$ cat config.mk
export PLATFORM = sky130hd
export DESIGN_NAME = cal_param_reader
export DESIGN_NICKNAME = d
export VERILOG_FILES = /design/src/hdl/e2p_map_pkg.sv /design/src/hdl/cal_seq_pkg.sv /design/src/hdl/power_up_delay.sv /design/src/hdl/fcs16_calc.sv /design/src/hdl/cal_read_fsm.sv /design/src/hdl/cal_factor_bank.sv /design/src/hdl/cal_param_reader.sv
export SDC_FILE = /design/constraint.sdc
export NUM_CORES = 1
export LEC_CHECK = 0
export BUFFER_PORTS_ARGS = -buffer_cell sky130_fd_sc_hd__clkbuf_2
export CORE_AREA = 3 3 325 327
export CTS_BUF_LIST = sky130_fd_sc_hd__clkbuf_16
export DETAILED_ROUTE_END_ITERATION = 7
export DIE_AREA = 0 0 328 330
export PLACE_DENSITY = 0.7
export SYNTH_ARGS = -nofsm -noshare
export SYNTH_HDL_FRONTEND = slang
export SYNTH_HIERARCHICAL = 1
export SYNTH_SLANG_ARGS = --single-unit
$ cat constraint.sdc
create_clock -name clk_sys -period 2.72 [get_ports clk_sys]
set_input_delay 0.272 -clock clk_sys [delete_from_list [all_inputs] [get_ports clk_sys]]
set_output_delay 0.272 -clock clk_sys [all_outputs]
set_load 0.01 [all_outputs]
$ cat src/hdl/e2p_map_pkg.sv
// ------------------
// EEPROM map definitions
// Word types, per-channel word layout and the calibration factor
// record shared by the reader and the factor table
// ------------------
`default_nettype none

package e2p_map_pkg;

    // ------------------
    // EEPROM bus types
    // ------------------
    typedef logic [15:0] e2p_addr_t;
    typedef logic [31:0] e2p_word_t;

    // ------------------
    // Channel layout
    // ------------------
    // Each channel holds four words in the order header, k, b, CRC
    localparam e2p_addr_t WORD_STRIDE = 16'd4;
    localparam e2p_addr_t CH_STRIDE   = 16'd16;

    // Channel number lives in the low bits of the header word
    localparam int CH_ID_BITS = 5;

    localparam int MAX_CH = 16;
    typedef logic [$clog2(MAX_CH)-1:0] ch_idx_t;

    // ------------------
    // Factor records
    // ------------------
    // k defaults to 1.0 in single precision float
    localparam e2p_word_t K_DEFAULT = 32'h3F80_0000;
    localparam e2p_word_t B_DEFAULT = 32'h0000_0000;

    typedef struct packed {
        e2p_word_t k;
        e2p_word_t b;
    } cal_factor_t;

endpackage

`default_nettype wire

$ cat src/hdl/cal_seq_pkg.sv
// ------------------
// Read sequencer definitions
// FSM states, word kinds, CRC types and the per-channel
// result record passed to the factor table
// ------------------
`default_nettype none

package cal_seq_pkg;

    typedef enum logic [2:0] {
        ST_IDLE,
        ST_REQ,
        ST_WAIT,
        ST_FEED,
        ST_CHECK,
        ST_NEXT,
        ST_DONE
    } seq_state_t;

    // Encoding doubles as the word offset inside a channel
    typedef enum logic [1:0] {
        W_HDR = 2'd0,
        W_K   = 2'd1,
        W_B   = 2'd2,
        W_CRC = 2'd3
    } word_sel_t;

    typedef logic [15:0] crc16_t;
    typedef logic [7:0]  crc_byte_t;

    // One record per channel with a single-cycle commit strobe
    typedef struct packed {
        logic                     commit;
        e2p_map_pkg::ch_idx_t     ch;
        e2p_map_pkg::cal_factor_t factor;
        logic                     crc_ok;
        logic                     id_ok;
    } ch_result_t;

endpackage

`default_nettype wire

$ cat src/hdl/power_up_delay.sv
// ------------------
// Power-up delay
// Counts prescaled ticks once the EEPROM controller has finished
// its configuration and flags when the settle time has run out
// ------------------
`timescale 1ns/100ps
`default_nettype none

module power_up_delay #(
    parameter int TICK_CYCLES   = 100,
    parameter int PWR_DLY_TICKS = 65000
) (
    input  logic clk_sys,
    input  logic rst_sys_n,
    input  logic e2p_con_done,
    output logic pwr_ready
);

    localparam int PRE_W  = $clog2(TICK_CYCLES + 1);
    localparam int TICK_W = $clog2(PWR_DLY_TICKS + 1);

    typedef logic [PRE_W-1:0]  pre_cnt_t;
    typedef logic [TICK_W-1:0] tick_cnt_t;

    pre_cnt_t  pre_cnt;
    tick_cnt_t tick_cnt;
    logic      pre_wrap;

    assign pre_wrap  = e2p_con_done && (pre_cnt == pre_cnt_t'(TICK_CYCLES - 1));
    assign pwr_ready = (tick_cnt == tick_cnt_t'(PWR_DLY_TICKS));

    // Prescaler restarts whenever configuration drops
    always_ff @(posedge clk_sys or negedge rst_sys_n) begin
        if (!rst_sys_n) begin
            pre_cnt  <= '0;
            tick_cnt <= '0;
        end else begin
            if (!e2p_con_done || pre_wrap) begin
                pre_cnt <= '0;
            end else begin
                pre_cnt <= pre_cnt + 1'b1;
            end
            // Saturates at the delay so ready stays up
            if (pre_wrap && !pwr_ready) begin
                tick_cnt <= tick_cnt + 1'b1;
            end
        end
    end

    a_ready_sticky : assert property (
        @(posedge clk_sys) disable iff (!rst_sys_n)
        $past(pwr_ready) |-> pwr_ready
    ) else $error("pwr_ready fell outside reset");

endmodule

`default_nettype wire

$ cat src/hdl/fcs16_calc.sv
// ------------------
// FCS-16 engine
// Byte-serial RFC 1662 checksum, LSB first, with a
// synchronous preset and a complemented result
// ------------------
`timescale 1ns/100ps
`default_nettype none

module fcs16_calc (
    input  logic                  clk_sys,
    input  logic                  rst_sys_n,
    input  logic                  crc_clr,
    input  cal_seq_pkg::crc_byte_t crc_din,
    input  logic                  crc_din_vld,
    output cal_seq_pkg::crc16_t   crc_dout
);

    import cal_seq_pkg::*;

    localparam crc16_t FCS_INIT = 16'hFFFF;
    localparam crc16_t FCS_POLY = 16'h8408;

    crc16_t fcs_q;

    // Eight reflected shift steps with data bit 0 first
    function automatic crc16_t fcs_byte(input crc16_t fcs, input crc_byte_t din);
        crc16_t c;
        int     i;
        c = fcs;
        for (i = 0; i < 8; i++) begin
            if (c[0] ^ din[i]) begin
                c = (c >> 1) ^ FCS_POLY;
            end else begin
                c = c >> 1;
            end
        end
        return c;
    endfunction

    always_ff @(posedge clk_sys or negedge rst_sys_n) begin
        if (!rst_sys_n) begin
            fcs_q <= FCS_INIT;
        end else if (crc_clr) begin
            fcs_q <= FCS_INIT;
        end else if (crc_din_vld) begin
            fcs_q <= fcs_byte(fcs_q, crc_din);
        end
    end

    assign crc_dout = ~fcs_q;

    a_clr_vs_data : assert property (
        @(posedge clk_sys) disable iff (!rst_sys_n)
        !(crc_clr && crc_din_vld)
    ) else $error("FCS clear collides with a data byte");

endmodule

`default_nettype wire

$ cat src/hdl/cal_read_fsm.sv
// ------------------
// Calibration read sequencer
// Requests header, k, b and CRC words for every channel,
// streams the first three through the FCS engine and checks
// the header ID and the CRC before committing the channel
// ------------------
`timescale 1ns/100ps
`default_nettype none

module cal_read_fsm #(
    parameter int                     NUM_CH        = 12,
    parameter e2p_map_pkg::e2p_addr_t CAL_BASE_ADDR = 16'h0100
) (
    input  logic                    clk_sys,
    input  logic                    rst_sys_n,
    input  logic                    pwr_ready,
    input  logic                    e2p_rd_dval,
    input  e2p_map_pkg::e2p_word_t  e2p_rd_value,
    output logic                    e2p_paramrd_en,
    output e2p_map_pkg::e2p_addr_t  e2p_reg_addr,
    output logic                    crc_clr,
    output cal_seq_pkg::crc_byte_t  crc_din,
    output logic                    crc_din_vld,
    input  cal_seq_pkg::crc16_t     crc_dout,
    output cal_seq_pkg::ch_result_t ch_result,
    output logic                    param_rd_en,
    output logic                    param_rd_done
);

    import e2p_map_pkg::*;
    import cal_seq_pkg::*;

    seq_state_t            state_q;
    seq_state_t            state_d;
    word_sel_t             word_sel;
    word_sel_t             word_nxt;
    ch_idx_t               ch_cnt;
    logic [1:0]            byte_cnt;
    logic                  last_ch;
    e2p_word_t             word_buf;
    logic [CH_ID_BITS-1:0] hdr_id;
    cal_factor_t           factor;
    crc16_t                crc_rx;
    logic                  crc_ok;
    logic                  id_ok;

    function automatic e2p_addr_t word_addr(input ch_idx_t ch, input word_sel_t w);
        return CAL_BASE_ADDR + CH_STRIDE * e2p_addr_t'(ch) + WORD_STRIDE * e2p_addr_t'(w);
    endfunction

    assign last_ch  = (ch_cnt == ch_idx_t'(NUM_CH - 1));
    assign word_nxt = word_sel_t'(word_sel + 2'd1);

    // ------------------
    // Next state
    // ------------------
    always_comb begin
        state_d = state_q;
        case (state_q)
            ST_IDLE: begin
                if (pwr_ready) begin
                    state_d = ST_REQ;
                end
            end
            ST_REQ:   state_d = ST_WAIT;
            ST_WAIT: begin
                // CRC word skips the byte feed
                if (e2p_rd_dval) begin
                    state_d = (word_sel == W_CRC) ? ST_CHECK : ST_FEED;
                end
            end
            ST_FEED: begin
                if (byte_cnt == 2'd3) begin
                    state_d = ST_REQ;
                end
            end
            ST_CHECK: state_d = ST_NEXT;
            ST_NEXT:  state_d = last_ch ? ST_DONE : ST_REQ;
            ST_DONE:  state_d = ST_DONE;
            default:  state_d = ST_IDLE;
        endcase
    end

    // ------------------
    // Counters and address
    // ------------------
    always_ff @(posedge clk_sys or negedge rst_sys_n) begin
        if (!rst_sys_n) begin
            state_q      <= ST_IDLE;
            ch_cnt       <= '0;
            word_sel     <= W_HDR;
            byte_cnt     <= '0;
            e2p_reg_addr <= '0;
            crc_ok       <= 1'b0;
            id_ok        <= 1'b0;
        end else begin
            state_q  <= state_d;
            byte_cnt <= (state_q == ST_FEED) ? byte_cnt + 2'd1 : 2'd0;
            case (state_q)
                ST_IDLE: begin
                    if (pwr_ready) begin
                        e2p_reg_addr <= word_addr(ch_cnt, W_HDR);
                    end
                end
                ST_FEED: begin
                    if (byte_cnt == 2'd3) begin
                        word_sel     <= word_nxt;
                        e2p_reg_addr <= word_addr(ch_cnt, word_nxt);
                    end
                end
                ST_CHECK: begin
                    id_ok  <= (hdr_id == CH_ID_BITS'(ch_cnt));
                    crc_ok <= (crc_dout == crc_rx);
                end
                ST_NEXT: begin
                    if (!last_ch) begin
                        ch_cnt       <= ch_cnt + 1'b1;
                        word_sel     <= W_HDR;
                        e2p_reg_addr <= word_addr(ch_cnt + 1'b1, W_HDR);
                    end
                end
                default: ;
            endcase
        end
    end

    // Word capture on each returned read
    always_ff @(posedge clk_sys) begin
        if (state_q == ST_WAIT && e2p_rd_dval) begin
            word_buf <= e2p_rd_value;
            case (word_sel)
                W_HDR:   hdr_id   <= e2p_rd_value[CH_ID_BITS-1:0];
                W_K:     factor.k <= e2p_rd_value;
                W_B:     factor.b <= e2p_rd_value;
                default: crc_rx   <= e2p_rd_value[15:0];
            endcase
        end
    end

    // ------------------
    // Outputs
    // ------------------
    assign e2p_paramrd_en = (state_q == ST_REQ);
    assign crc_clr        = (state_q == ST_REQ) && (word_sel == W_HDR);
    assign crc_din_vld    = (state_q == ST_FEED);
    // Least significant byte goes first
    assign crc_din        = word_buf[8*byte_cnt +: 8];
    assign param_rd_en    = (state_q != ST_IDLE) && (state_q != ST_DONE);
    assign param_rd_done  = (state_q == ST_DONE);

    always_comb begin
        ch_result.commit = (state_q == ST_NEXT);
        ch_result.ch     = ch_cnt;
        ch_result.factor = factor;
        ch_result.crc_ok = crc_ok;
        ch_result.id_ok  = id_ok;
    end

    a_single_req : assert property (
        @(posedge clk_sys) disable iff (!rst_sys_n)
        (state_q == ST_WAIT) && !e2p_rd_dval |=> !e2p_paramrd_en && $stable(e2p_reg_addr)
    ) else $error("New EEPROM request while a read is pending");

endmodule

`default_nettype wire

$ cat src/hdl/cal_factor_bank.sv
// ------------------
// Calibration factor bank
// Holds k and b for every channel with float 1.0 and 0 as
// reset values and keeps the CRC and header ID error flags
// ------------------
`timescale 1ns/100ps
`default_nettype none

module cal_factor_bank #(
    parameter int NUM_CH = 12
) (
    input  logic                                  clk_sys,
    input  logic                                  rst_sys_n,
    input  cal_seq_pkg::ch_result_t               ch_result,
    output e2p_map_pkg::cal_factor_t [NUM_CH-1:0] cal_factors,
    output logic [NUM_CH-1:0]                     param_crc_err,
    output logic [NUM_CH-1:0]                     param_id_err
);

    import e2p_map_pkg::*;

    localparam cal_factor_t FACTOR_DEFAULT = '{k: K_DEFAULT, b: B_DEFAULT};

    logic commit_good;

    // A channel only takes new factors when both checks pass
    assign commit_good = ch_result.commit && ch_result.crc_ok && ch_result.id_ok;

    // ------------------
    // Error flags
    // ------------------
    always_ff @(posedge clk_sys or negedge rst_sys_n) begin
        if (!rst_sys_n) begin
            param_crc_err <= '0;
            param_id_err  <= '0;
        end else if (ch_result.commit) begin
            param_crc_err[ch_result.ch] <= !ch_result.crc_ok;
            param_id_err[ch_result.ch]  <= !ch_result.id_ok;
        end
    end

    // ------------------
    // Factor table
    // ------------------
    // Failed channels keep whatever they held before
    always_ff @(posedge clk_sys or negedge rst_sys_n) begin
        if (!rst_sys_n) begin
            cal_factors <= {NUM_CH{FACTOR_DEFAULT}};
        end else if (commit_good) begin
            cal_factors[ch_result.ch] <= ch_result.factor;
        end
    end

    a_commit_in_range : assert property (
        @(posedge clk_sys) disable iff (!rst_sys_n)
        ch_result.commit |-> (int'(ch_result.ch) < NUM_CH)
    ) else $error("Commit for channel %0d beyond NUM_CH", ch_result.ch);

endmodule

`default_nettype wire

$ cat src/hdl/cal_param_reader.sv
// ------------------
// Calibration parameter reader
// Waits out the power-up delay, reads every channel's factors
// from the EEPROM and publishes the checked factor table
// ------------------
`timescale 1ns/100ps
`default_nettype none

module cal_param_reader #(
    parameter int                     NUM_CH        = 12,
    parameter e2p_map_pkg::e2p_addr_t CAL_BASE_ADDR = 16'h0100,
    parameter int                     TICK_CYCLES   = 100,
    parameter int                     PWR_DLY_TICKS = 65000
) (
    input  logic                                  clk_sys,
    input  logic                                  rst_sys_n,
    input  logic                                  e2p_con_done,
    input  logic                                  e2p_rd_dval,
    input  e2p_map_pkg::e2p_word_t                e2p_rd_value,
    output logic                                  e2p_paramrd_en,
    output e2p_map_pkg::e2p_addr_t                e2p_reg_addr,
    output logic                                  param_rd_en,
    output logic                                  param_rd_done,
    output logic [NUM_CH-1:0]                     param_crc_err,
    output logic [NUM_CH-1:0]                     param_id_err,
    output e2p_map_pkg::cal_factor_t [NUM_CH-1:0] cal_factors
);

    import cal_seq_pkg::*;

    logic       pwr_ready;
    logic       crc_clr;
    crc_byte_t  crc_din;
    logic       crc_din_vld;
    crc16_t     crc_dout;
    ch_result_t ch_result;

    power_up_delay #(
        .TICK_CYCLES   (TICK_CYCLES),
        .PWR_DLY_TICKS (PWR_DLY_TICKS)
    ) i_power_up_delay (
        .clk_sys      (clk_sys),
        .rst_sys_n    (rst_sys_n),
        .e2p_con_done (e2p_con_done),
        .pwr_ready    (pwr_ready)
    );

    cal_read_fsm #(
        .NUM_CH        (NUM_CH),
        .CAL_BASE_ADDR (CAL_BASE_ADDR)
    ) i_cal_read_fsm (
        .clk_sys        (clk_sys),
        .rst_sys_n      (rst_sys_n),
        .pwr_ready      (pwr_ready),
        .e2p_rd_dval    (e2p_rd_dval),
        .e2p_rd_value   (e2p_rd_value),
        .e2p_paramrd_en (e2p_paramrd_en),
        .e2p_reg_addr   (e2p_reg_addr),
        .crc_clr        (crc_clr),
        .crc_din        (crc_din),
        .crc_din_vld    (crc_din_vld),
        .crc_dout       (crc_dout),
        .ch_result      (ch_result),
        .param_rd_en    (param_rd_en),
        .param_rd_done  (param_rd_done)
    );

    fcs16_calc i_fcs16_calc (
        .clk_sys     (clk_sys),
        .rst_sys_n   (rst_sys_n),
        .crc_clr     (crc_clr),
        .crc_din     (crc_din),
        .crc_din_vld (crc_din_vld),
        .crc_dout    (crc_dout)
    );

    cal_factor_bank #(
        .NUM_CH (NUM_CH)
    ) i_cal_factor_bank (
        .clk_sys       (clk_sys),
        .rst_sys_n     (rst_sys_n),
        .ch_result     (ch_result),
        .cal_factors   (cal_factors),
        .param_crc_err (param_crc_err),
        .param_id_err  (param_id_err)
    );

endmodule

`default_nettype wire

==> impl_metrics.yaml <==
global_routing:
  grt_pass1_vias: 23900
  grt_pass1_wl_um: 165000
  overflow: 0
  grt_max_degree: 77
  grt.total_usage: 0.207
  antenna_found_initial: 12
logic_synthesis:
  synth-seq-area-share: 0.666
  syn_area_per_cell_sq_um: 16.5
  synthCells: 2277
  synth_ff_type: "dfrtp_1"
  synth_edf_count: 117
  yosysWarnings: 6
  ys_top_cells_by_area: "dfrtp_1 50%, mux2_2 20%, edfxtp_1 9.4%"
  synth.most_common_cell: "dfrtp_1"
  synth_commonest_cells: "751 x dfrtp_1, 670 x mux2_2, 117 x edfxtp_1, 100 x dfstp_2, 77 x clkbuf_1"
  synth.distinct_cells: 66
  yosys.area.top_type_share: 0.502
  synth_area_leader_cell: "dfrtp_1"
  async_flop_share: 0.879
  synth_seq_cells: 968
  netlist_area_sq_um: 37500
power:
  p_clk_frac: 0.411
  p_per_area_nw_per_um2: 685
  pwr-share-comb: 0.101
  p_sw_frac: 0.249
  pwr-share-seq: 0.488
  power.total_mw: 32.1
  peakVddDrop_v: 0.000499
  internal-power_mw: 24.1
  p_sw_mw: 8.01
  p_leak_nw: 24.5
timing:
  tightest_slew_ps: 1000
  finalHoldViolCount: 0
  setup_viol: 0
  period_minus_slack_ps: 2380
  tns_ps: 0
  holdWs_ps: 6.06
  max_freq_ghz: 0.421
  period_share: 0.874
  worst_slack_ps: 342
  slew_viol_final: 0
  fin_skew_ps: 23.8
  slew_headroom: 0.333
  rsz0062_at_grt: "false"
clock_network:
  cts_max_path_buffers: 3
  clockRootBuffer: "clkbuf_16"
  clk_latency_ps: 680
  cts_buffers: 101
  cts_tree: "yes"
  hold_buffers: 25
  cts.clk_slew.worst_paths_ps: 60
  cts_resized: 0
  clkSinkCount: 968
  htreeDepth: 3
  post_cts_buffers: 0
route:
  antenna_left: 0
  routed_wl_um: 115000
  vias: 22700
  drc: 0
  vias_per_cell: 4.92
  dr.first_iter.drc_count: 1145
  first_pass_iters: 5
  wire_per_inst_um: 24.9
setup_path:
  crit_required_ps: 3280
  r2r_slack_ps: 340
  crit_arrival_ps: 2940
  cp_max_fo: 23
  crit_type: "reg -> reg"
  crit_path_end_kind: "register"
  start_kind: "register"
finish:
  nNetsFinal: 3189
  drive_gt1_frac: 0.593
  syn2layout_area_growth_pct: 25.1
  post-route-util: 0.454
  stdcell_count: 4613
  postLayoutCellArea_sq_um: 46900
  fill_cells: 9188
placement:
  placed_cells: 4395
  portBuffers: 837
  dp_slack_ps: 359
  gp_congestion: 0.787
  place.detailed.hpwl_um: 78400
  dpl_cell_area_sq_um: 43400
die:
  start_util: 0.363
  die_width_um: 328
  die_area_sq_um: 108000
  rows: 118
  chipHeight_um: 330
  io_pins: 847
  core_sq_um: 103000
worst_hold_path:
  hp-class: "in -> reg"
run:
  cap_violations: 0
outcome:
  outcome: "finished clean"
## cells in the final DEF (no fill, tap or decap), types with 12 or more instances in the layout
| cell | synthesis | final |
|---|---|---|
| a21oi_1 | 12 | 12 |
| buf_12 | 0 | 32 |
| buf_4 | 18 | 36 |
| clkbuf_16 | 0 | 106 |
| clkbuf_2 | 1 | 836 |
| clkinv_1 | 1 | 19 |
| clkinv_2 | 0 | 14 |
| dfrtp_1 | 751 | 751 |
| dfstp_2 | 100 | 100 |
| dlygate4sd3_1 | 0 | 25 |
| edfxtp_1 | 117 | 117 |
| inv_1 | 25 | 58 |
| mux2_1 | 34 | 34 |
| mux2_2 | 670 | 670 |
| mux2_4 | 69 | 69 |
| nand2_1 | 31 | 31 |
| nand3_1 | 18 | 18 |
| nor2_1 | 28 | 28 |
| o21ai_0 | 57 | 57 |
| xnor2_1 | 27 | 27 |
| xor2_1 | 27 | 27 |
## worst max-delay path, stage by stage (launching register included)
cell and delay, ps:
dfrtp_1 370, and3b_1 270, nand3b_1 250, buf_4 260
nor3_4 220, buf_4 420, mux2_2 390
## logic make-up after synthesis
kind of cell	after synthesis	share of synthesized area
AOI/OAI and AO/OA	89	0.0139
xor gates and xnor gates	67	0.0199
adders and majority gates	10	0.00334
buffers and inverters	201	0.0271
DFF	968	0.666
muxes	784	0.245
other	1	0.000100
and+or+nand+nor	157	0.0251
## layout make-up
| class | count | area [sq um] | share of cell area |
|---|---|---|---|
| Sequential cell | 968 | 24900 | 0.532 |
| Inverter | 26 | 97.6 | 0.00208 |
| Timing Repair Buffer | 930 | 5360 | 0.114 |
| Antenna cell | 6 | 15.0 | 0.000320 |
| Clock buffer | 106 | 2650 | 0.0566 |
| Multi-Input combinational cell | 1116 | 11600 | 0.247 |
| Tap cell | 1380 | 1730 | 0.0368 |
| Clock inverter | 81 | 507 | 0.0108 |
## worst paths after layout
path                                            from                                 end  cells after the start
setup / recovery           i_cal_read_fsm/state_q[1]  i_cal_factor_bank/cal_factors[703]                      6
hold / removal                       e2p_rd_value[8]            i_cal_read_fsm/crc_rx[8]                      1
setup reg to reg           i_cal_read_fsm/state_q[1]  i_cal_factor_bank/cal_factors[703]                      6
hold reg to reg             i_cal_read_fsm/hdr_id[4]                i_cal_read_fsm/id_ok                      1
max in group asynchronous                  rst_sys_n  i_cal_factor_bank/cal_factors[377]                      3
min in group asynchronous                  rst_sys_n   i_cal_factor_bank/cal_factors[78]                      2
## sequential cells by signal, indices dropped and copies added, names as in the netlist
signal                           cells
i_cal_read_fsm/crc_rx               16
i_power_up_delay/tick_cnt           16
i_cal_factor_bank/param_id_err      12
i_fcs16_calc/fcs_q                  16
i_cal_factor_bank/param_crc_err     12
i_cal_read_fsm/id_ok                 1
i_cal_read_fsm/crc_ok                1
i_cal_factor_bank/cal_factors      768
i_cal_read_fsm/state_q               3
i_cal_read_fsm/word_buf             32
i_cal_read_fsm/hdr_id                5
i_cal_read_fsm/ch_result            64
i_cal_read_fsm/byte_cnt              2
i_cal_read_fsm/e2p_reg_addr          7
i_cal_read_fsm/ch_cnt                4
i_power_up_delay/pre_cnt             7
i_cal_read_fsm/word_sel              2
## power groups by stage
stage	sequential, mW	clock, mW	combinational, mW
after CTS	15.7	13.6	3.27
after global placement	15.9	0	3.14
after floorplan	15.6	0	2.40
after global routing	15.7	14.1	3.53
final	15.7	13.2	3.23
after detailed placement	15.9	0	3.23
## routing by layer
layer  global-route usage  wire (um)
met1                0.260      47800
met2                0.353      56900
met4               0.0707       3340
met3               0.0450       6730
met5                    0          0
Note: power is estimated with default switching activity, not from simulation.
